==> src/cpu_config.svh <==
/* CPU build parameters */

`ifndef CPU_CONFIG_SVH
`define CPU_CONFIG_SVH

// Data and instruction width
`define CPU_WORD_W 16

// Register file size
`define CPU_REG_COUNT 8

// Shared memory size in words
`define CPU_MEM_DEPTH 256

// First instruction after start
`define CPU_START_PC 0

`endif

==> src/cpu_pkg.sv <==
/* CPU shared types */

`include "cpu_config.svh"

package cpu_pkg;

   // One data or instruction word
   typedef logic [`CPU_WORD_W-1:0] word_t;

   typedef logic [$clog2(`CPU_REG_COUNT)-1:0] reg_idx_t;

   // Word address, low bits of a computed address
   typedef logic [$clog2(`CPU_MEM_DEPTH)-1:0] mem_addr_t;

   // Opcode field, bits 15 to 12
   typedef enum logic [3:0] {
      OP_NOP  = 4'd0,
      OP_HALT = 4'd1,
      OP_ADD  = 4'd2,
      OP_SUB  = 4'd3,
      OP_AND  = 4'd4,
      OP_XOR  = 4'd5,
      OP_ADDI = 4'd6,
      OP_LD   = 4'd7,
      OP_ST   = 4'd8
   } opcode_t;

   typedef enum logic [1:0] {
      ALU_ADD,
      ALU_SUB,
      ALU_AND,
      ALU_XOR
   } alu_op_t;

   typedef enum logic [1:0] {
      FETCH_IDLE,
      FETCH_RUN,
      FETCH_DRAIN
   } fetch_state_t;

endpackage

==> src/mem_wb_stage.sv <==
/* Data access and MEM/WB register */

`timescale 1ns/1ps

module mem_wb_stage (
   input  logic               clk,
   input  logic               rst,
   input  cpu_pkg::word_t     alu_exmem,
   input  cpu_pkg::word_t     store_exmem,
   input  cpu_pkg::reg_idx_t  rd_exmem,
   input  logic               reg_wr_exmem,
   input  logic               mem_rd_exmem,
   input  logic               mem_wr_exmem,
   input  logic               halt_exmem,
   input  cpu_pkg::word_t     rdata,
   output logic               data_req,
   output logic               data_we,
   output cpu_pkg::mem_addr_t data_addr,
   output cpu_pkg::word_t     data_wdata,
   output logic               wb_en,
   output cpu_pkg::reg_idx_t  wb_reg,
   output cpu_pkg::word_t     wb_data,
   output logic               halt_retired
);
   import cpu_pkg::*;

   word_t wb_next;

   assign data_req   = mem_rd_exmem || mem_wr_exmem;
   assign data_we    = mem_wr_exmem;
   // Upper address bits wrap around
   assign data_addr  = alu_exmem[$bits(mem_addr_t)-1:0];
   assign data_wdata = store_exmem;

   // Read data arrives in the same cycle
   assign wb_next = mem_rd_exmem ? rdata : alu_exmem;

   always_ff @(posedge clk) begin
      if (rst) begin
         wb_en        <= 1'b0;
         halt_retired <= 1'b0;
      end else begin
         wb_en        <= reg_wr_exmem;
         halt_retired <= halt_exmem;
      end
   end

   always_ff @(posedge clk) begin
      wb_reg  <= rd_exmem;
      wb_data <= wb_next;
   end

endmodule

==> config.mk <==
export PLATFORM = sky130hd
export DESIGN_NAME = mem_wb_stage
export DESIGN_NICKNAME = d
export VERILOG_FILES = /design/src/cpu_pkg.sv /design/src/mem_wb_stage.sv
export VERILOG_INCLUDE_DIRS = /design/src
export SDC_FILE = /design/constraint.sdc
export NUM_CORES = 1
export LEC_CHECK = 0
export ABC_AREA = 1
export BUFFER_PORTS_ARGS = -buffer_cell sky130_fd_sc_hd__buf_2
export CAP_MARGIN = 10
export CORE_MARGIN = 2
export CORE_UTILIZATION = 32
export DETAILED_ROUTE_END_ITERATION = 10
export GPL_ROUTABILITY_DRIVEN = 0
export PLACE_DENSITY = 0.78
export SLEW_MARGIN = 30
export SYNTH_ARGS = -nofsm -noshare
export SYNTH_HDL_FRONTEND = slang
export SYNTH_SLANG_ARGS = --single-unit
==> constraint.sdc <==
create_clock -name clk -period 0.8 [get_ports clk]
set_input_delay 0.04 -clock clk [delete_from_list [all_inputs] [get_ports clk]]
set_output_delay 0.04 -clock clk [all_outputs]
set_load 0.01 [all_outputs]
Word-level counts from Yosys, hierarchy flattened:

Cells that the tools add are included.

* add/subtract/negate cells: 0
* multipliers: 0
* divide/modulo/power cells: 0
* magnitude comparators: 0
* eq/ne operators: 0
* shifts and indexed selects: 0
* muxes and demuxes: 1
* bitwise logic cells: 0
* reductions and logical operators: 1

Operators with widths (count)
* 2-to-1 mux 16 bit: 1
* logical OR 1 bit: 1

* bits in registers: 21
* latch bits: 0
* RAM bits: 0
* memory bits (read-only): 0
* bits of input ports: 57
* output and inout port bits: 47
* logic and storage cells: 6
* memories: 0

Depth between registers and ports, before layout:

* word-level depth: 1
* gate-level depth with buffers: 5
* gate-level depth less buffers: 3

Least setup slack after synthesis:

Ideal clock, no wire load.

* kind: input to register
* start: input mem_rd_exmem
* end: register wb_data[4]
* setup time: 0.112 ns
* arrival time: 0.406 ns
* data required time: 0.688 ns
* setup slack: 0.282 ns
* cell stages on the path: 5
* path buffers: 2
* cells stage by stage: buf_6 > inv_6 > buf_12 > nand2_1 > nand2_1

* longest elaborated chain between the ends: 1

RTL lines
* from (decl): line mem_wb_stage.sv:12 `input logic mem_rd_exmem,`
* 2-to-1 mux 16 bit: line mem_wb_stage.sv:36 `assign wb_next = mem_rd_exmem ? rdata : alu_exmem;`
* named net wb_next[4]: line mem_wb_stage.sv:27 `word_t wb_next;`
* to (signal assigned): line mem_wb_stage.sv:50 `wb_data <= wb_next;`
* to (decl): line mem_wb_stage.sv:22 `output cpu_pkg::word_t wb_data,`

The timed path passes the listed nets, and every way through them passes these cells.
A chain may end at the register's enable or synchronous reset.

Worst setup path in the final report:

* start: register wb_data[4]
* end: output wb_data[4]

No word-level cell between the ends.

==> flow_metrics.env <==
export IMPL_outcome="finished, violations left"
export IMPL_violations="negative setup slack"
export IMPL_yosysSeqAreaShare=0.481
export IMPL_startpoint="wb_data[4]"
export IMPL_final_cells=220
export IMPL_largest_register_ffs=16
export IMPL_drive_gt1_frac=0.484
export IMPL_powerDensity_mw_per_mm2=1460
export IMPL_path_clk_slew_ns=0.12
export IMPL_p_leak_uw=0.000827
export IMPL_period_share=1.01
export IMPL_cts_htree_levels=1
export IMPL_wl_mm=2.79
export IMPL_fin_area_mm2=0.00153
export IMPL_maxSlewHeadroom=0.861
export IMPL_worstSetupPathType="register to primary output"
export IMPL_diodes=0
export IMPL_grt_pass1_vias=884
export IMPL_syn_inst=103
export IMPL_postCtsSetupBuffers=0
export IMPL_clockBufferDepth=2
export IMPL_worst_ep_arrival_time_ns=0.77
export IMPL_cts_sinks=21
export IMPL_antenna_found_initial=0
export IMPL_slew_violations=0
export IMPL_worstMarginPinSlew_ns=0.209
export IMPL_row_count=18
export IMPL_setup_tns_ns=-0.00887
export IMPL_max_stage_delay_ns=0.34
export IMPL_crit_buf_inv=1
export IMPL_die_h_um=56.2
export IMPL_min_path_type="input pin to register"
export IMPL_grt_total_usage=0.152
export IMPL_grt_max_degree=17
export IMPL_fill_cells=224
export IMPL_syn_num_nets=160
export IMPL_maxCapViolations=0
export IMPL_synth_area_um2=873
export IMPL_final_min_clock_period_ns=0.809
export IMPL_rsz0062_at_grt="yes"
export IMPL_path_cells="buf_2"
export IMPL_ys_warn_count=0
export IMPL_hold_viol=0
export IMPL_fin_ws_ns=-0.00887
export IMPL_yosys_area_share_simple=0.236
export IMPL_placed_cells=178
export IMPL_die_w_um=56.2
export IMPL_synth_xor_area_frac=0
export IMPL_pin_count=104
export IMPL_utilization=0.605
export IMPL_wire_per_inst_um=12.7
export IMPL_die_area_mm2=0.00316
export IMPL_overflow=0
export IMPL_drt_iter0_drc=17
export IMPL_synthMuxAreaShare=0
export IMPL_yosys_area_share_adder=0
export IMPL_dr_total_vias=915
export IMPL_cp_end_kind="primary output"
export IMPL_dp_slack_ns=0.174
export IMPL_first_pass_iters=4
export IMPL_ant_nets=0
export IMPL_clock_tree_root_cell="clkbuf_4"
export IMPL_ir_drop_mv=1.07
export IMPL_synthDistinctLibCells=10
export IMPL_portBuffers=71
export IMPL_nNetsFinal=248
export IMPL_initial_core_util=0.346
export IMPL_cts_buffers=3
export IMPL_via_per_inst=4.16
export IMPL_core_area_mm2=0.00252
export IMPL_path_max_fanout=1
export IMPL_hold_start="mem_rd_exmem"
export IMPL_syn_avg_cell_area_um2=8.48
export IMPL_areaGrowthSynthToFinish_pct=74.8
export IMPL_dpl_cell_area_mm2=0.00105
export IMPL_cp_top_family="flip-flops"
export IMPL_dp_hpwl_mm=1.54
export IMPL_drc_errors=0
export IMPL_synth_top_family_by_area="buffers and inverters"
export IMPL_grt_pass1_wl_mm=3.76
export IMPL_tritoncts="yes"
export IMPL_timing_fmax_mhz=1240
export IMPL_startpoint_type="register"
export IMPL_cp_data_required_time_ns=0.76
export IMPL_ys_ff_latch=21
export IMPL_setup_violations=1
export IMPL_crit_slowest_cell="dfxtp_1"
export IMPL_synth_compound_area_frac=0
final cells by class:
cell class | instances | area (um^2) | area share
Timing Repair Buffer | 111 | 807 | 0.529
Sequential cell | 21 | 432 | 0.283
Multi-Input combinational cell | 51 | 206 | 0.135
Tap cell | 30 | 37.5 | 0.0246
Clock buffer | 3 | 22.5 | 0.0148
Inverter | 3 | 16.3 | 0.0107
Clock inverter | 1 | 5.00 | 0.00328
cells in the final DEF (no fill, tap or decap):
master	instances
or2_1	1
nor2_1	2
nand2_1	43
clkbuf_4	3
dfxtp_1	12
clkinv_2	1
inv_6	1
inv_1	2
dlygate4sd3_1	38
nand2_2	5
buf_2	62
buf_4	2
dfxtp_2	9
buf_6	9
per-stage QoR:
| stage | hold WS [ns] | power, uW |
|---|---|---|
| 2_1_floorplan | 0.0677 | 1440 |
| 3_3_place_gp | 0.0801 | 1520 |
| 3_5_place_dp | 0.0801 | 1530 |
| 4_1_cts | 0.0623 | 2170 |
| 5_1_grt | 0.0800 | 2340 |
| 6_report | 0.0609 | 2230 |
where the power goes:
group / total, uW / switching, uW / internal [uW] / leakage [uW]
clock: 510 / 323 / 186 / 0.0000177
combinational: 564 / 227 / 337 / 0.000632
sequential: 1160 / 25.5 / 1130 / 0.000178
total: 2230 / 576 / 1650 / 0.000827
kinds of logic (layout without fill, tap and decap cells):
family	after synthesis	after routing
buf+inv	31	118
flops	21	21
simple gates	51	51
layer usage:
layer | share of wire | wire length (um) | track usage | vias to the layer above
met1 | 0.34 | 955 | 0.149 | 398
met4 | 0.023 | 65 | 0.0646 | 0
met5 | 0 | 0 | 0 | -
met3 | 0.10 | 285 | 0.0465 | 12
li1 | - | - | - | 454
met2 | 0.53 | 1480 | 0.291 | 51
what timing repair did:
item | in CTS | in global routing
gates resized for setup | 2 | 16
hold endpoints to repair | 21 | 0
setup endpoints to repair | 3 | 21
pin swaps | 0 | 0
hold buffers | 38 | 0
cell usage after synthesis:
library cell   n  share of area
nand2_2        5          0.036
nor2_1         2         0.0086
buf_6          2          0.026
nand2_1       43           0.18
inv_1          2         0.0086
buf_4         25           0.21
inv_6          1          0.010
dfxtp_1       21           0.48
or2_1          1         0.0072
buf_12         1          0.023
worst paths after layout:
check,to,cells past startpoint,slack (ns)
worst min-delay path,wb_data[2],3,0.06
worst max-delay path,wb_data[4],1,-0.009
(Power assumes the default switching activity.)
