`config.mk`:
```
export PLATFORM = sky130hd
export DESIGN_NAME = decode_stage
export DESIGN_NICKNAME = d
export VERILOG_FILES = /design/src/cpu_pkg.sv /design/src/decode_stage.sv
export VERILOG_INCLUDE_DIRS = /design/src
export SDC_FILE = /design/constraint.sdc
export NUM_CORES = 1
export LEC_CHECK = 0
export BUFFER_PORTS_ARGS = -buffer_cell sky130_fd_sc_hd__buf_4
export CORE_MARGIN = 1
export CORE_UTILIZATION = 55
export CTS_BUF_LIST = sky130_fd_sc_hd__clkbuf_4
export DETAILED_ROUTE_END_ITERATION = 12
export MAX_ROUTING_LAYER = met4
export PLACE_DENSITY = 0.78
export SLEW_MARGIN = 5
export SYNTH_ARGS = -nofsm -noshare
export SYNTH_HDL_FRONTEND = slang
export SYNTH_SLANG_ARGS = --single-unit
```
`constraint.sdc`:
```
create_clock -name clk -period 2.7 [get_ports clk]
set_clock_uncertainty 0.2 [all_clocks]
set_input_delay 0.27 -clock clk [delete_from_list [all_inputs] [get_ports clk]]
set_output_delay 0.27 -clock clk [all_outputs]
set_load 0.01 [all_outputs]
```
`src/cpu_config.svh`:
```
/* CPU build parameters */

`ifndef CPU_CONFIG_SVH
`define CPU_CONFIG_SVH

// Data and instruction width
`define CPU_WORD_W 16

// Register file size
`define CPU_REG_COUNT 8

// Shared memory size in words
`define CPU_MEM_DEPTH 256

// First instruction after start
`define CPU_START_PC 0

`endif

```
`src/cpu_pkg.sv`:
```
/* CPU shared types */

`include "cpu_config.svh"

package cpu_pkg;

   // One data or instruction word
   typedef logic [`CPU_WORD_W-1:0] word_t;

   typedef logic [$clog2(`CPU_REG_COUNT)-1:0] reg_idx_t;

   // Word address, low bits of a computed address
   typedef logic [$clog2(`CPU_MEM_DEPTH)-1:0] mem_addr_t;

   // Opcode field, bits 15 to 12
   typedef enum logic [3:0] {
      OP_NOP  = 4'd0,
      OP_HALT = 4'd1,
      OP_ADD  = 4'd2,
      OP_SUB  = 4'd3,
      OP_AND  = 4'd4,
      OP_XOR  = 4'd5,
      OP_ADDI = 4'd6,
      OP_LD   = 4'd7,
      OP_ST   = 4'd8
   } opcode_t;

   typedef enum logic [1:0] {
      ALU_ADD,
      ALU_SUB,
      ALU_AND,
      ALU_XOR
   } alu_op_t;

   typedef enum logic [1:0] {
      FETCH_IDLE,
      FETCH_RUN,
      FETCH_DRAIN
   } fetch_state_t;

endpackage

```
`src/decode_stage.sv`:
```
/* Decode stage and ID/EX register */

`timescale 1ns/1ps

`include "cpu_config.svh"

module decode_stage (
   input  logic              clk,
   input  logic              rst,
   input  cpu_pkg::word_t    instr_ifid,
   input  logic              valid_ifid,
   input  logic              wb_en,
   input  cpu_pkg::reg_idx_t wb_reg,
   input  cpu_pkg::word_t    wb_data,
   output logic              stall,
   output logic              halt_seen,
   output logic              err,
   output cpu_pkg::alu_op_t  alu_op_idex,
   output cpu_pkg::word_t    opa_idex,
   output cpu_pkg::word_t    opb_idex,
   output cpu_pkg::word_t    imm_idex,
   output cpu_pkg::reg_idx_t rs_idex,
   output cpu_pkg::reg_idx_t rt_idex,
   output cpu_pkg::reg_idx_t rd_idex,
   output logic              use_imm_idex,
   output logic              mem_rd_idex,
   output logic              mem_wr_idex,
   output logic              reg_wr_idex,
   output logic              halt_idex
);
   import cpu_pkg::*;

   opcode_t  opcode;
   reg_idx_t rd;
   reg_idx_t rs;
   reg_idx_t src_b;
   word_t    imm;
   word_t    rf [`CPU_REG_COUNT];
   word_t    rs_val;
   word_t    src_b_val;
   alu_op_t  alu_op;
   logic     use_imm;
   logic     uses_rs;
   logic     uses_b;
   logic     mem_rd;
   logic     mem_wr;
   logic     reg_wr;
   logic     illegal;
   logic     issue;

   assign opcode = opcode_t'(instr_ifid[15:12]);
   assign rd     = instr_ifid[11:9];
   assign rs     = instr_ifid[8:6];
   assign imm    = {{(`CPU_WORD_W-6){instr_ifid[5]}}, instr_ifid[5:0]};

   // ST reads rd as its store data
   assign src_b = (opcode == OP_ST) ? rd : instr_ifid[5:3];

   always_comb begin
      alu_op  = ALU_ADD;
      use_imm = 1'b0;
      uses_rs = 1'b0;
      uses_b  = 1'b0;
      mem_rd  = 1'b0;
      mem_wr  = 1'b0;
      reg_wr  = 1'b0;
      illegal = 1'b0;
      case (opcode)
         OP_NOP, OP_HALT: begin
         end
         OP_ADD, OP_SUB, OP_AND, OP_XOR: begin
            uses_rs = 1'b1;
            uses_b  = 1'b1;
            reg_wr  = 1'b1;
            if (opcode == OP_SUB) begin
               alu_op = ALU_SUB;
            end else if (opcode == OP_AND) begin
               alu_op = ALU_AND;
            end else if (opcode == OP_XOR) begin
               alu_op = ALU_XOR;
            end
         end
         OP_ADDI, OP_LD: begin
            uses_rs = 1'b1;
            use_imm = 1'b1;
            reg_wr  = 1'b1;
            mem_rd  = (opcode == OP_LD);
         end
         OP_ST: begin
            uses_rs = 1'b1;
            uses_b  = 1'b1;
            use_imm = 1'b1;
            mem_wr  = 1'b1;
         end
         default: illegal = 1'b1;
      endcase
   end

   // Write-through read, the retiring value is seen this cycle
   assign rs_val    = (wb_en && wb_reg == rs) ? wb_data : rf[rs];
   assign src_b_val = (wb_en && wb_reg == src_b) ? wb_data : rf[src_b];

   always_ff @(posedge clk) begin
      if (rst) begin
         for (int i = 0; i < `CPU_REG_COUNT; i++) begin
            rf[i] <= '0;
         end
      end else if (wb_en) begin
         rf[wb_reg] <= wb_data;
      end
   end

   // Load in EX has no data to forward yet
   assign stall = valid_ifid && mem_rd_idex &&
                  ((uses_rs && rs == rd_idex) || (uses_b && src_b == rd_idex));

   assign halt_seen = valid_ifid && (opcode == OP_HALT);
   assign issue     = valid_ifid && !stall;

   always_ff @(posedge clk) begin
      if (rst) begin
         err <= 1'b0;
      end else if (valid_ifid && illegal) begin
         err <= 1'b1;
      end
   end

   // Bubble and illegal opcode leave all control bits low
   always_ff @(posedge clk) begin
      if (rst) begin
         reg_wr_idex <= 1'b0;
         mem_rd_idex <= 1'b0;
         mem_wr_idex <= 1'b0;
         halt_idex   <= 1'b0;
      end else begin
         reg_wr_idex <= issue && reg_wr;
         mem_rd_idex <= issue && mem_rd;
         mem_wr_idex <= issue && mem_wr;
         halt_idex   <= halt_seen;
      end
   end

   always_ff @(posedge clk) begin
      alu_op_idex  <= alu_op;
      opa_idex     <= rs_val;
      opb_idex     <= src_b_val;
      imm_idex     <= imm;
      rs_idex      <= rs;
      rt_idex      <= src_b;
      rd_idex      <= rd;
      use_imm_idex <= use_imm;
   end

endmodule

```
# == Yosys cells after proc, flatten, opt, wreduce, memory -nomap -nowiden ==
# Memory sizes are Yosys's and may differ from the RTL's.
# Index checks and enable logic that the tools add are counted.
# totals
word_cells,73
input_bits,39
reg_bits,55
mem_bits_rw,128
mem_count,1
# classes
n_bitwise,1
n_eq_ne,12
muxes,21
n_reduce_logical,24
# memory_table
name,depth,width,rd,rd_clocked_by_memory_dff,write_ports,line,source
rf,8,16,2,0,8,decode_stage.sv:38,word_t rf [`CPU_REG_COUNT];
# ops
op,n
$mux 16,3
$eq 4x3->1 const B,4
$reduce_or 16->1,1
$mux 1,14
$eq 3x3->1,4
$logic_and 1x1->1,12
$reduce_or 9->1,1
$eq 4x2->1 const B,2
$reduce_or 7->1,1
$mux 3,2
$reduce_or 6->1,1
$reduce_or 5->1,1
$eq 4x1->1 const B,1
$eq 4x4->1 const B,1
$logic_not 4->1,1
$mux 2,2
$reduce_or 2->1,2
$reduce_or 4->1,1
$reduce_or 3->1,1
$logic_not 1->1,1
$logic_or 1x1->1,1
$not 1->1,1

# == Depth between registers and ports, before layout ==
# depth
word_depth,9
mapped_depth,11

# == Least setup slack after synthesis ==
# No wires, ideal clock.
# synth_timing
kind,input to register
from,input port instr_ifid[15]
to,register opb_idex[10]
stages,9
n_path_buf,2
setup_ps,115
arrival_ps,2144
setup_slack_ps,241
cell_sequence,clkbuf_1 nor4b_1 mux2i_1 inv_2 nor2_1 clkbuf_1 nand3_1 nand4_1 o21ai_2
# synth_between
elab_chain_len,5
word_cells_on_any_way,6
# synth_rtl
item,line,source
"start, declared",decode_stage.sv:10,"input cpu_pkg::word_t instr_ifid,"
$eq 4x4->1 *,decode_stage.sv:57,assign src_b = (opcode == OP_ST) ? rd : instr_ifid[5:3];
$mux 3 *,decode_stage.sv:57,
net src_b[2],decode_stage.sv:36,reg_idx_t src_b;
branches (longest 2 deep; another with $mem_v2 8x16),--,
$mux 16 *,decode_stage.sv:101,assign src_b_val = (wb_en && wb_reg == src_b) ? wb_data : rf[src_b];
net src_b_val[10],decode_stage.sv:40,word_t src_b_val;
"end signal, assigned",decode_stage.sv:146,opb_idex <= src_b_val;
"end, declared",decode_stage.sv:20,"output cpu_pkg::word_t opb_idex,"
# Mark *: on every way through the listed nets, which the timed path passes.
# A chain may end at the register's enable or synchronous reset.

# == Worst setup path after layout ==
# layout_timing
from,input port instr_ifid[14]
to,output port stall
# layout_between
elab_chain_len,6
word_cells_on_any_way,17
# layout_rtl
item,line,source
$eq 4x4->1 (tied with other cells),"decode_stage.sv:57, decode_stage.sv:68",
$reduce_or 7->1 (no source line) (tied with other cells),--,
$mux 1 or $eq 3x3->1 (tied branches),"decode_stage.sv:68, decode_stage.sv:115",
$logic_and 1x1->1,decode_stage.sv:115,((uses_rs && rs == rd_idex) || (uses_b && src_b == rd_idex));
$logic_or 1x1->1 *,decode_stage.sv:115,
$logic_and 1x1->1 *,decode_stage.sv:114,assign stall = valid_ifid && mem_rd_idex &&
"end, declared",decode_stage.sv:15,"output logic stall,"
# Every way passes the cells marked *; elsewhere a longest branch is shown, timed or not.

==> impl_results.md <==
* Mapped Cells at 762
* Syn_nets at 801
* Drt total wl at 23430 µm
* Via-per-instance ratio at 5.895
* Clock sinks at 183
* Buf+Inv Stages, Crit Path at 2
* Hold crit path type: in -> reg
* Num CTS Buffers at 17
* Port buffer count at 105
* Wire per inst at 21.01 µm
* Crit path capture type: output pin
* CP Max Fanout at 7
* Largest cells by area after synthesis: edfxtp_1, dfxtp_1, and2_1
* FFs w/ async S/R, synth at 0%
* Clk root buf: clkbuf_4
* Max Cap Viol at 0
* Crit path largest cell delay at 0.61 ns
* Peak supply drop at 0.2893 mV
* Synthesized area per cell at 11.42 µm²
* Post-Synthesis Cell Area at 8705 µm²
* Leak Pwr at 4.035 nW
* F_max at 0.3897 GHz
* Largest net degree at the start of global routing at 65
* Grt total ovfl at 0
* Fin util at 67.41%
* Cell type with the largest total area after synthesis: edfxtp_1
* Post-route DRC at 0
* Delay-heaviest family, CP: simple AND/OR/NAND/NOR gates
* Post-synth top area share at 44.16%
* Fillers at 1146
* Antenna Nets Post-Route at 0
* Initial core utilization at 56.84%
* Crit-path cells: buf_4 > or4b_4 > mux2i_4 > xnor2_1 > o41ai_2 > and2_1 > buf_4
* Std-Cell Rows at 45
* Sequential share of the synthesized area at 56.81%
* Global-route wire length before repair at 35380 µm
* Area grow syn2layout at 18.60%
* IO Count at 106
* Final GP Congestion at 0.8558
* Run status: complete, no violations
* Startpoint types: primary input
* DP Wirelength at 13770 µm
* H-tree Lvls at 4
* Setup_tns at 0 ns
* Final hold violation count at 0
* GR Util All Layers at 30.59%
* DRT Pass-1 Iters at 5
* First DRT Iteration DRCs at 923
* CORE AREA at 15310 µm²
* Layout cells sized above 1 at 25.39%
* Max clock buf depth at 2
* Skew-Pair Late Insertion Delay at 0.58 ns
* Setup violators final at 0
* Post-synth EDFFs at 128
* Final Max Tran Viols at 0
* Die Ht at 127.8 µm
* Die ar. at 16330 µm²
* Reg clk slew, reported paths at 0.12 ns
* Critical Path AT at 2.10 ns
* Post-synthesis cell type count at 38
* PwrDens at 560.3 nW/µm²
* Tmin final at 2.566 ns
* Worst path slowest cell: or4b_4
* Die width at 127.8 µm
* Nets@finish at 928
* Slew at the pin closest to its max-slew limit at 0.6066 ns
* Synth Register Bits at 183
* Most frequent CP cell: buf_4
* Unrepaired setup endpoints after global routing: false
* Synth warn at 0
* Setup Crit Path Kind: in -> out
* Vias in the first global route at 6395
* Post-CTS Setup Inserts at 0
* Ys flop type: edfxtp_1
* CP Data Required Time at 2.23 ns
* Relative slew slack at 59.56%
* Initial antenna violation count at 2
* Via Count at 6573
* CTS tree: yes
* Tcrit/Tclk final at 95.03%
-- kinds of logic (layout without fill, tap and decap cells) --
family / Yosys count / after routing / synth area share, %
AND/OR/NAND/NOR: 415 / 415 / 24.29
buffers and inverters: 63 / 203 / 3.967
multiplexers: 51 / 51 / 10.75
AO/OA/AOI/OAI: 37 / 37 / 2.875
XOR/XNOR: 13 / 13 / 1.308
flip-flops: 183 / 183 / 56.81
other: 0 / 2 / 0
-- flip-flops by register name, summed over array words and instances (netlist names), 2 cells and up --
| register | cells |
|---|---|
| alu_op_idex | 2 |
| imm_idex | 6 |
| rd_idex | 3 |
| rf | 128 |
| rs_idex | 3 |
| rt_idex | 3 |
| opb_idex | 16 |
| opa_idex | 16 |
-- final timing paths --
check        slack, ns                     from                     end  cells past startpoint
min reg2reg       0.50  rf[1][13]$_SDFFCE_PN0P_    opb_idex[13]$_DFF_P_                      4
max               0.13           instr_ifid[14]                   stall                      7
max reg2reg       0.37       rd_idex[2]$_DFF_P_  reg_wr_idex$_SDFF_PP0_                      7
min               0.08           instr_ifid[12]      rt_idex[2]$_DFF_P_                      5
-- metal layers --
| layer | vias up | share of wire (%) | track usage [%] |
|---|---|---|---|
| met1 | 3157 | 39 | 38.13 |
| met2 | 427 | 50 | 49.55 |
| met3 | 70 | 8.7 | 4.549 |
| met5 | - | 0 | - |
| met4 | 0 | 3.1 | 14.26 |
| li1 | 2919 | - | - |
-- worst register-to-register path, delay by kind of cell (launching register included) --
family	cells	cell delay [ns]
xor+xnor	1	0.21
compound gates	1	0.09
flops	1	0.45
buf+inv	1	0.57
simple gates	4	0.78
-- synth_stat cells (all sizes together) (3+ instances only) --
library cell	instances
a21oi	17
and2	129
buf	30
clkbuf	29
dfxtp	55
edfxtp	128
inv	4
mux2i	19
mux4	32
nand2	147
nand2b	3
nand3	64
nand4	18
nor2	30
nor3	5
o21ai	18
or2	8
or3b	3
xnor2	11
-- what timing repair did --
item / 4_1_cts / 5_1_grt
hold buffers: 41 / 0
setup endpoints to repair: 0 / 1
endpoints found under the hold margin: 182 / 0
resized for setup: 0 / 1
-- area by class of cell --
class	instances	area, µm²	share of cell area [%]
flip-flops and latches	183	4945	47.90
repair buffers	167	1406	13.62
well taps	211	264.0	2.557
clock buffers	21	157.7	1.527
clock inverters	11	107.6	1.042
multi-input cells	516	3423	33.16
diodes	2	5.005	0.04848
inverters	4	15.01	0.1454
-- metrics by stage --
stage	power [mW]	area, µm²	cells	hold WS [ns]	setup WS [ns]
2_1_floorplan	3.888	8705	762	0.09772	0.2412
3_3_place_gp	4.275	9635	1040	0.1742	0.1458
3_5_place_dp	4.307	9635	1040	0.1758	0.06872
4_1_cts	5.767	10310	1113	0.01938	0.05408
5_1_grt	5.961	10320	1115	0.08325	0.08710
6_report	5.784	10320	1115	0.07521	0.1342
-- placed cells by master (no fill, tap or decap), types with 21 or more instances in the layout --
master / Yosys / layout
clkbuf_4: 0 / 21
nor2_1: 28 / 28
dfxtp_1: 55 / 55
edfxtp_1: 128 / 128
mux4_2: 32 / 32
and2_1: 129 / 129
nand2_1: 141 / 141
dlygate4sd3_1: 0 / 41
nand3_1: 64 / 64
buf_4: 10 / 122
-- power by group --
part / internal [mW] / switching, mW
combinational: 0.454 / 0.524
clock: 0.576 / 0.897
sequential: 3.22 / 0.108
total: 4.25 / 1.53
Power figures use the tool's default switching activity.
