### config.mk
export PLATFORM = sky130hd
export DESIGN_NAME = execute_stage
export DESIGN_NICKNAME = d
export VERILOG_FILES = /design/src/cpu_pkg.sv /design/src/execute_stage.sv
export VERILOG_INCLUDE_DIRS = /design/src
export SDC_FILE = /design/constraint.sdc
export NUM_CORES = 1
export LEC_CHECK = 0
export BUFFER_PORTS_ARGS = -buffer_cell sky130_fd_sc_hd__buf_2
export CORE_MARGIN = 2
export CORE_UTILIZATION = 40
export CTS_CLUSTER_DIAMETER = 50
export CTS_CLUSTER_SIZE = 30
export DETAILED_ROUTE_END_ITERATION = 12
export HOLD_SLACK_MARGIN = 0.12
export PLACE_DENSITY = 0.76
export SYNTH_ARGS = -nofsm -noshare
export SYNTH_HDL_FRONTEND = slang
export SYNTH_SLANG_ARGS = --single-unit
### constraint.sdc
create_clock -name clk -period 6 [get_ports clk]
set_input_delay 0.9 -clock clk [delete_from_list [all_inputs] [get_ports clk]]
set_output_delay 0.9 -clock clk [all_outputs]
set_load 0.005 [all_outputs]
### src/cpu_config.svh
/* CPU build parameters */

`ifndef CPU_CONFIG_SVH
`define CPU_CONFIG_SVH

// Data and instruction width
`define CPU_WORD_W 16

// Register file size
`define CPU_REG_COUNT 8

// Shared memory size in words
`define CPU_MEM_DEPTH 256

// First instruction after start
`define CPU_START_PC 0

`endif

### src/cpu_pkg.sv
/* CPU shared types */

`include "cpu_config.svh"

package cpu_pkg;

   // One data or instruction word
   typedef logic [`CPU_WORD_W-1:0] word_t;

   typedef logic [$clog2(`CPU_REG_COUNT)-1:0] reg_idx_t;

   // Word address, low bits of a computed address
   typedef logic [$clog2(`CPU_MEM_DEPTH)-1:0] mem_addr_t;

   // Opcode field, bits 15 to 12
   typedef enum logic [3:0] {
      OP_NOP  = 4'd0,
      OP_HALT = 4'd1,
      OP_ADD  = 4'd2,
      OP_SUB  = 4'd3,
      OP_AND  = 4'd4,
      OP_XOR  = 4'd5,
      OP_ADDI = 4'd6,
      OP_LD   = 4'd7,
      OP_ST   = 4'd8
   } opcode_t;

   typedef enum logic [1:0] {
      ALU_ADD,
      ALU_SUB,
      ALU_AND,
      ALU_XOR
   } alu_op_t;

   typedef enum logic [1:0] {
      FETCH_IDLE,
      FETCH_RUN,
      FETCH_DRAIN
   } fetch_state_t;

endpackage

### src/execute_stage.sv
/* Execute stage and EX/MEM register */

`timescale 1ns/1ps

module execute_stage (
   input  logic              clk,
   input  logic              rst,
   input  cpu_pkg::alu_op_t  alu_op_idex,
   input  cpu_pkg::word_t    opa_idex,
   input  cpu_pkg::word_t    opb_idex,
   input  cpu_pkg::word_t    imm_idex,
   input  cpu_pkg::reg_idx_t rs_idex,
   input  cpu_pkg::reg_idx_t rt_idex,
   input  cpu_pkg::reg_idx_t rd_idex,
   input  logic              use_imm_idex,
   input  logic              mem_rd_idex,
   input  logic              mem_wr_idex,
   input  logic              reg_wr_idex,
   input  logic              halt_idex,
   input  cpu_pkg::word_t    wb_data,
   input  cpu_pkg::reg_idx_t wb_reg,
   input  logic              wb_en,
   output cpu_pkg::word_t    alu_exmem,
   output cpu_pkg::word_t    store_exmem,
   output cpu_pkg::reg_idx_t rd_exmem,
   output logic              reg_wr_exmem,
   output logic              mem_rd_exmem,
   output logic              mem_wr_exmem,
   output logic              halt_exmem
);
   import cpu_pkg::*;

   word_t opa;
   word_t opb;
   word_t alu_b;
   word_t alu_y;
   logic  ex_src;

   // A load in EX/MEM is not a source, decode stalls that case
   assign ex_src = reg_wr_exmem && !mem_rd_exmem;

   // EX/MEM first, then MEM/WB
   always_comb begin
      if (ex_src && rd_exmem == rs_idex) begin
         opa = alu_exmem;
      end else if (wb_en && wb_reg == rs_idex) begin
         opa = wb_data;
      end else begin
         opa = opa_idex;
      end
   end

   always_comb begin
      if (ex_src && rd_exmem == rt_idex) begin
         opb = alu_exmem;
      end else if (wb_en && wb_reg == rt_idex) begin
         opb = wb_data;
      end else begin
         opb = opb_idex;
      end
   end

   assign alu_b = use_imm_idex ? imm_idex : opb;

   // Also the address for LD and ST
   always_comb begin
      case (alu_op_idex)
         ALU_ADD: alu_y = opa + alu_b;
         ALU_SUB: alu_y = opa - alu_b;
         ALU_AND: alu_y = opa & alu_b;
         default: alu_y = opa ^ alu_b;
      endcase
   end

   always_ff @(posedge clk) begin
      if (rst) begin
         reg_wr_exmem <= 1'b0;
         mem_rd_exmem <= 1'b0;
         mem_wr_exmem <= 1'b0;
         halt_exmem   <= 1'b0;
      end else begin
         reg_wr_exmem <= reg_wr_idex;
         mem_rd_exmem <= mem_rd_idex;
         mem_wr_exmem <= mem_wr_idex;
         halt_exmem   <= halt_idex;
      end
   end

   always_ff @(posedge clk) begin
      alu_exmem   <= alu_y;
      store_exmem <= opb;
      rd_exmem    <= rd_idex;
   end

endmodule

Word level (Yosys, flattened, before mapping):

Index checks and enable logic that the tools add are counted.

* register bits: 39
* output and inout port bits: 39

* add/sub/neg operators: 2
* equal/unequal tests: 6
* multiplexer cells: 6
* bitwise operators: 2
* reductions and logical operators: 7

Operator list (count)
* 16-bit 2-to-1 mux: 5
* 16-bit one-hot mux with 3 select lines: 1
* 16-bit adder: 1
* 16-bit AND: 1
* 16-bit subtractor: 1
* 16-bit XOR: 1
* 3-bit == test: 4
* 1-bit logical AND: 5
* 2-bit by 1-bit == test with 1-bit output (second input constant): 1
* 2-bit == test (second input constant): 1
* 2-bit logical NOT: 1
* 1-bit logical NOT: 1

Longest topological paths before layout:

* word-level depth: 7
* depth in mapped cells: 20

Least setup slack after synthesis:

OpenSTA, ideal clock, no wires.

* kind: input -> register
* start point: in rt_idex[2]
* end point: reg alu_exmem[15]
* arrival: 4763 ps
* required time: 5867 ps
* path slack: 1105 ps
* stages on the path: 20
* path buffers: 1
* path through: xor2_1 > nor4_1 > clkbuf_1 > a221oi_1 > o31ai_1 > inv_1 > ha_1 > nand2_1 > o21ai_0 > xor2_1 > ha_1 > and3_1 > a21oi_1 > nand3_1 > nand4_1 > or3b_2 > a41oi_1 > nor2_1 > mux2i_1 > o2111ai_1

* cells in the longest elaborated chain, start to end: 7
* elaborated cells on any way between the ends: 12
* those cells by class: add/sub (2); eq/ne (2); mux (4); bitwise (2); reduce/logical (2)

RTL lines
* start: declaration: line execute_stage.sv:13 `input cpu_pkg::reg_idx_t rt_idex,`
* 3-bit == test: line execute_stage.sv:56 `end else if (wb_en && wb_reg == rt_idex) begin`
* 1-bit logical AND: line execute_stage.sv:56
* 16-bit 2-to-1 mux: line execute_stage.sv:56
* 16-bit 2-to-1 mux (*): line execute_stage.sv:54 `if (ex_src && rd_exmem == rt_idex) begin`
* 16-bit 2-to-1 mux (*): line execute_stage.sv:63 `assign alu_b = use_imm_idex ? imm_idex : opb;`
* 16-bit subtractor (tied with other cells): line execute_stage.sv:69 `ALU_SUB: alu_y = opa - alu_b;`
* 16-bit one-hot mux with 3 select lines (*): line execute_stage.sv:67 `case (alu_op_idex)`
* via alu_y[15]: line execute_stage.sv:36 `word_t alu_y;`
* end signal: assignment: line execute_stage.sv:90 `alu_exmem <= alu_y;`
* end: declaration: line execute_stage.sv:23 `output cpu_pkg::word_t alu_exmem,`

The timed path passes the listed nets; every way through them passes the cells marked *.
A chain may end at the register's enable or synchronous reset.

Final worst setup path:

* start point: in rt_idex[0]
* end point: reg alu_exmem[15]

The elaborated chain is that of the path after synthesis.

==> metrics.md <==
| Metric | Value |
|---|---|
| Outcome | `complete, no violations` |
| Clock latency of the later-clocked register in the worst-skew pair | `approximately 0.30 ns` |
| Number of antenna violations at the first check in global routing | `0` |
| Placement Cell Area | `4136 um2` |
| Crit start category | `primary input` |
| Total clock buffers created by CTS | `5` |
| Detailed Routing Iterations Pass 1 | `5` |
| Worst slack after detailed placement | `approximately 0.46 ns` |
| Peak VDD IR | `0.00008722 V` |
| Net count, final | `approximately 650` |
| Largest buffer count on any clock path | `2` |
| Detailed Route Iter0 Violations | `256` |
| Chip Height | `between 90 and 100 um` |
| DR WL met2 | `~5.3 mm` |
| Max-Cap Viols | `0` |
| Final worst path period share | `89.15%` |
| Pin count of the biggest net entering global routing | `30` |
| Number of placed cells counting well taps | `630` |
| Biggest area contributors in the synthesized netlist | `sky130_fd_sc_hd__dfxtp_1, sky130_fd_sc_hd__ha_1, sky130_fd_sc_hd__mux2i_1, sky130_fd_sc_hd__nor2_1, sky130_fd_sc_hd__xnor2_1` |
| Flip-flop and latch count after synthesis | `39` |
| Vias per cell | `between 5 and 6` |
| Critical Path End Type | `register` |
| Ys flop type | `sky130_fd_sc_hd__dfxtp_1` |
| Part of the power in registers | `between 30% and 40%` |
| Standard cell with the maximum stage delay on the critical path | `sky130_fd_sc_hd__or3b_2` |
| GR Overflow Total | `0` |
| Top Layer Used | `met4` |
| Total negative slack for setup checks | `0 ns` |
| Number of rows in the core area | `33` |
| Detailed-route wire length per cell | `16.61 um` |
| Distinct cell type count after synthesis | `63` |
| Post-synth top area share | `22.84%` |
| H-tree Lvls | `2` |
| Final design utilization | `51.70%` |
| Clock Tree Root | `sky130_fd_sc_hd__clkbuf_8` |
| Setup Viol. Count Final | `0` |
| Cell count after synthesis | `about 420` |
| Part of the total power dissipated in combinational logic | `42.1%` |
| Crit Path Class | `primary input to register` |
| Final setup slack of the worst path | `around 0.65 ns` |
| Setup clock skew after layout | `approximately 0.0075 ns` |
| Half-perimeter wire length of the detailed placement result | `approximately 8.5 mm` |
| Syn Std Cell Area | `between 3000 and 4000 um2` |
| Switching share of total power | `a little over a third` |
| Critical Path Most Common Cell | `sky130_fd_sc_hd__nor2_1` |
| Class of the tightest hold or removal check | `register to register` |
| Post-detailed-routing wire length | `between 10 and 15 mm` |
| Proportion of layout cells with a drive suffix above 1 | `between 30 and 40%` |
| Effective utilization at floorplan | `just over 40%` |
| Vias in the first global route | `~3400` |
| Number of buffers inserted by post-CTS setup repair | `0` |
| Final hold violation count | `0` |
| Number of synthesized flops with an enable pin | `0` |
| Clock transition at the registers of the reported paths | `roughly 0.08 ns` |
| Most instantiated library cell after synthesis | `sky130_fd_sc_hd__nor2_1` |
| Slew @ Worst Pin | `roughly 1 ns` |
| Die outline width | `just under 100 um` |
| Setup repair after global routing missed its margin | `no` |
| CP Cell Sequence | `buf_2 -> xnor2_2 -> nand4_4 -> a221oi_1 -> o31ai_1 -> nor4_4 -> nand2_1 -> nor3_1 -> nor2_1 -> xnor2_1 -> ha_1 -> and2_1 -> a22o_1 -> or3b_2 -> a41oi_1 -> nor2_1 -> mux2i_1 -> o2111ai_1` |
| Number of buffers added to fix hold violations after cts | `0` |
| Overall fraction of global-route tracks in use | `a little over a fifth` |
| Number of nets with antenna violations after detailed routing | `0` |
| Cell family with the largest share of critical-path delay | `simple AND/OR/NAND/NOR gates` |
| Crit path buf inv count | `1` |
| Worst-path fanout max | `10` |
| Internal Power | `668.2 uW` |
| Areal power density over the cells | `roughly 240 nW/um2` |
| CTS sink cnt | `39` |
| Die Area | `~9300 um2` |
| Resized Gates After CTS | `0` |
| Warnings, synthesis | `0` |
| Worst path arrival time | `between 5 and 6 ns` |
| Clock tree from TritonCTS | `built` |
| Library cell with the largest summed area after synthesis | `sky130_fd_sc_hd__dfxtp_1` |
| Achievable Freq | `around 0.19 GHz` |
| Post-route minimum period | `5.349 ns` |
| Static power due to leakage | `roughly 2.1 nW` |
| Number of fill cells | `about 760` |
| Share of synthesized registers carrying an async set or reset | `0%` |
| Clk network pwr share | `between 20 and 30%` |
| Met3 routed wirelength | `682 um` |
| Number of max-slew violations in the final report | `0` |
| Setup slack, reg-to-reg | `around 1.1 ns` |
| Cell Count, Final, Fillers Out | `approximately 640` |
| Routed metal-1 wirelength | `~4.4 mm` |
| Syn-to-layout area delta | `24.89%` |
| Top cells by instance count after synthesis | `sky130_fd_sc_hd__nor2_1, sky130_fd_sc_hd__dfxtp_1, sky130_fd_sc_hd__mux2i_1` |
| DRC violation count after routing | `0` |
| P_sw | `between 300 and 400 uW` |
| RD Place Congestion | `0.9153` |
| Share of the yosys chip area belonging to registers | `between 20% and 30%` |
| Via count | `3575` |
| Slowest stage delay, CP | `0.53 ns` |
| First-pass GRT wire length | `between 15 and 20 mm` |
| Final instance area | `~4300 um2` |
| Antenna Cells | `0` |
| Avg Synthesized Cell Area | `approximately 8.2 um2` |
| Number of ports placed on the die boundary | `125` |
| Port Buffer Count | `roughly 120` |
| Floorplan core area | `~8300 um2` |
| Syn_nets | `roughly 530` |
| Slew margin rel. | `32.85%` |
| Required time of the worst setup path | `between 6 and 7 ns` |
[through the flow]
stage / hold slack, ns / total power, mW
3_5_place_dp: 0.5143 / 0.7719
4_1_cts: 0.5280 / 1.036
6_report: 0.5255 / 1.040
3_3_place_gp: 0.5109 / 0.7588
5_1_grt: 0.5462 / 1.104
2_1_floorplan: 0.4951 / 0.6199
[layer usage]
layer,up-vias,GRT usage [%]
met5,-,0
met1,1695,26.93
li1,1734,-
met2,131,38.25
met3,15,4.112
met4,0,7.864
[cells by family (layout without fill, tap and decap cells)]
group / count (synthesis) / after routing / synth area share [%]
buffers and inverters: 31 / 149 / 3.770
xor gates and xnor gates: 33 / 33 / 8.675
muxes: 45 / 45 / 13.58
DFF: 39 / 39 / 22.84
AOI/OAI and AO/OA: 98 / 98 / 18.70
adders and majority gates: 33 / 33 / 12.30
and+or+nand+nor: 136 / 136 / 20.13
[power by group through the flow]
| stage | Clock, mW | Combinational (mW) | Sequential [mW] |
|---|---|---|---|
| final | 0.266 | 0.438 | 0.335 |
| after global routing | 0.277 | 0.488 | 0.340 |
| after CTS | 0.267 | 0.434 | 0.334 |
| after detailed placement | 0 | 0.432 | 0.340 |
| after global placement | 0 | 0.419 | 0.340 |
| after floorplan | 0 | 0.282 | 0.338 |
[tightest hold or removal path, stage by stage, from the launching register on]
cell	delay, ns
sky130_fd_sc_hd__dfxtp_1	0.33
sky130_fd_sc_hd__nor2_1	0.10
sky130_fd_sc_hd__a21oi_1	0.06
[path summary, 6_finish.rpt]
| check | from | to | cells past startpoint |
|---|---|---|---|
| hold reg to reg | alu_exmem[13] | store_exmem[13] | 2 |
| hold / removal | alu_exmem[13] | store_exmem[13] | 2 |
| setup / recovery | rt_idex[0] | alu_exmem[15] | 18 |
| setup reg to reg | rd_exmem[2] | alu_exmem[15] | 17 |
[state kept, by name, indices dropped and copies added, names as in the netlist]
register and count:
alu_exmem 16, store_exmem 16, rd_exmem 3, halt_exmem 1, mem_rd_exmem 1, mem_wr_exmem 1
reg_wr_exmem 1
[placed cells by master (no fill, tap or decap), types with 4 or more instances in the layout]
master and count:
sky130_fd_sc_hd__nor2b_1 6, sky130_fd_sc_hd__or3_1 4, sky130_fd_sc_hd__ha_1 32, sky130_fd_sc_hd__o21ai_0 24, sky130_fd_sc_hd__buf_2 124, sky130_fd_sc_hd__o21a_1 4, sky130_fd_sc_hd__a21oi_1 26, sky130_fd_sc_hd__o31ai_1 10
sky130_fd_sc_hd__a221oi_1 7, sky130_fd_sc_hd__xor2_1 12, sky130_fd_sc_hd__mux2i_1 37, sky130_fd_sc_hd__buf_4 5, sky130_fd_sc_hd__dfxtp_1 39, sky130_fd_sc_hd__nor3_1 6, sky130_fd_sc_hd__and3_1 8, sky130_fd_sc_hd__clkbuf_8 5
sky130_fd_sc_hd__nor2_1 48, sky130_fd_sc_hd__mux2_2 7, sky130_fd_sc_hd__inv_1 10, sky130_fd_sc_hd__nand2_1 36, sky130_fd_sc_hd__xnor2_1 20
[area by class of cell]
type	instances	area, um2	share of cell area [%]
Timing Repair Buffer	129	658.1	15.42
Clock inverter	2	60.06	1.407
Sequential cell	39	780.7	18.29
Inverter	12	45.04	1.055
Multi-Input combinational cell	345	2521	59.06
Clock buffer	6	72.57	1.700
Tap cell	105	131.4	3.077
No activity file was read; power rests on OpenSTA's default activity.
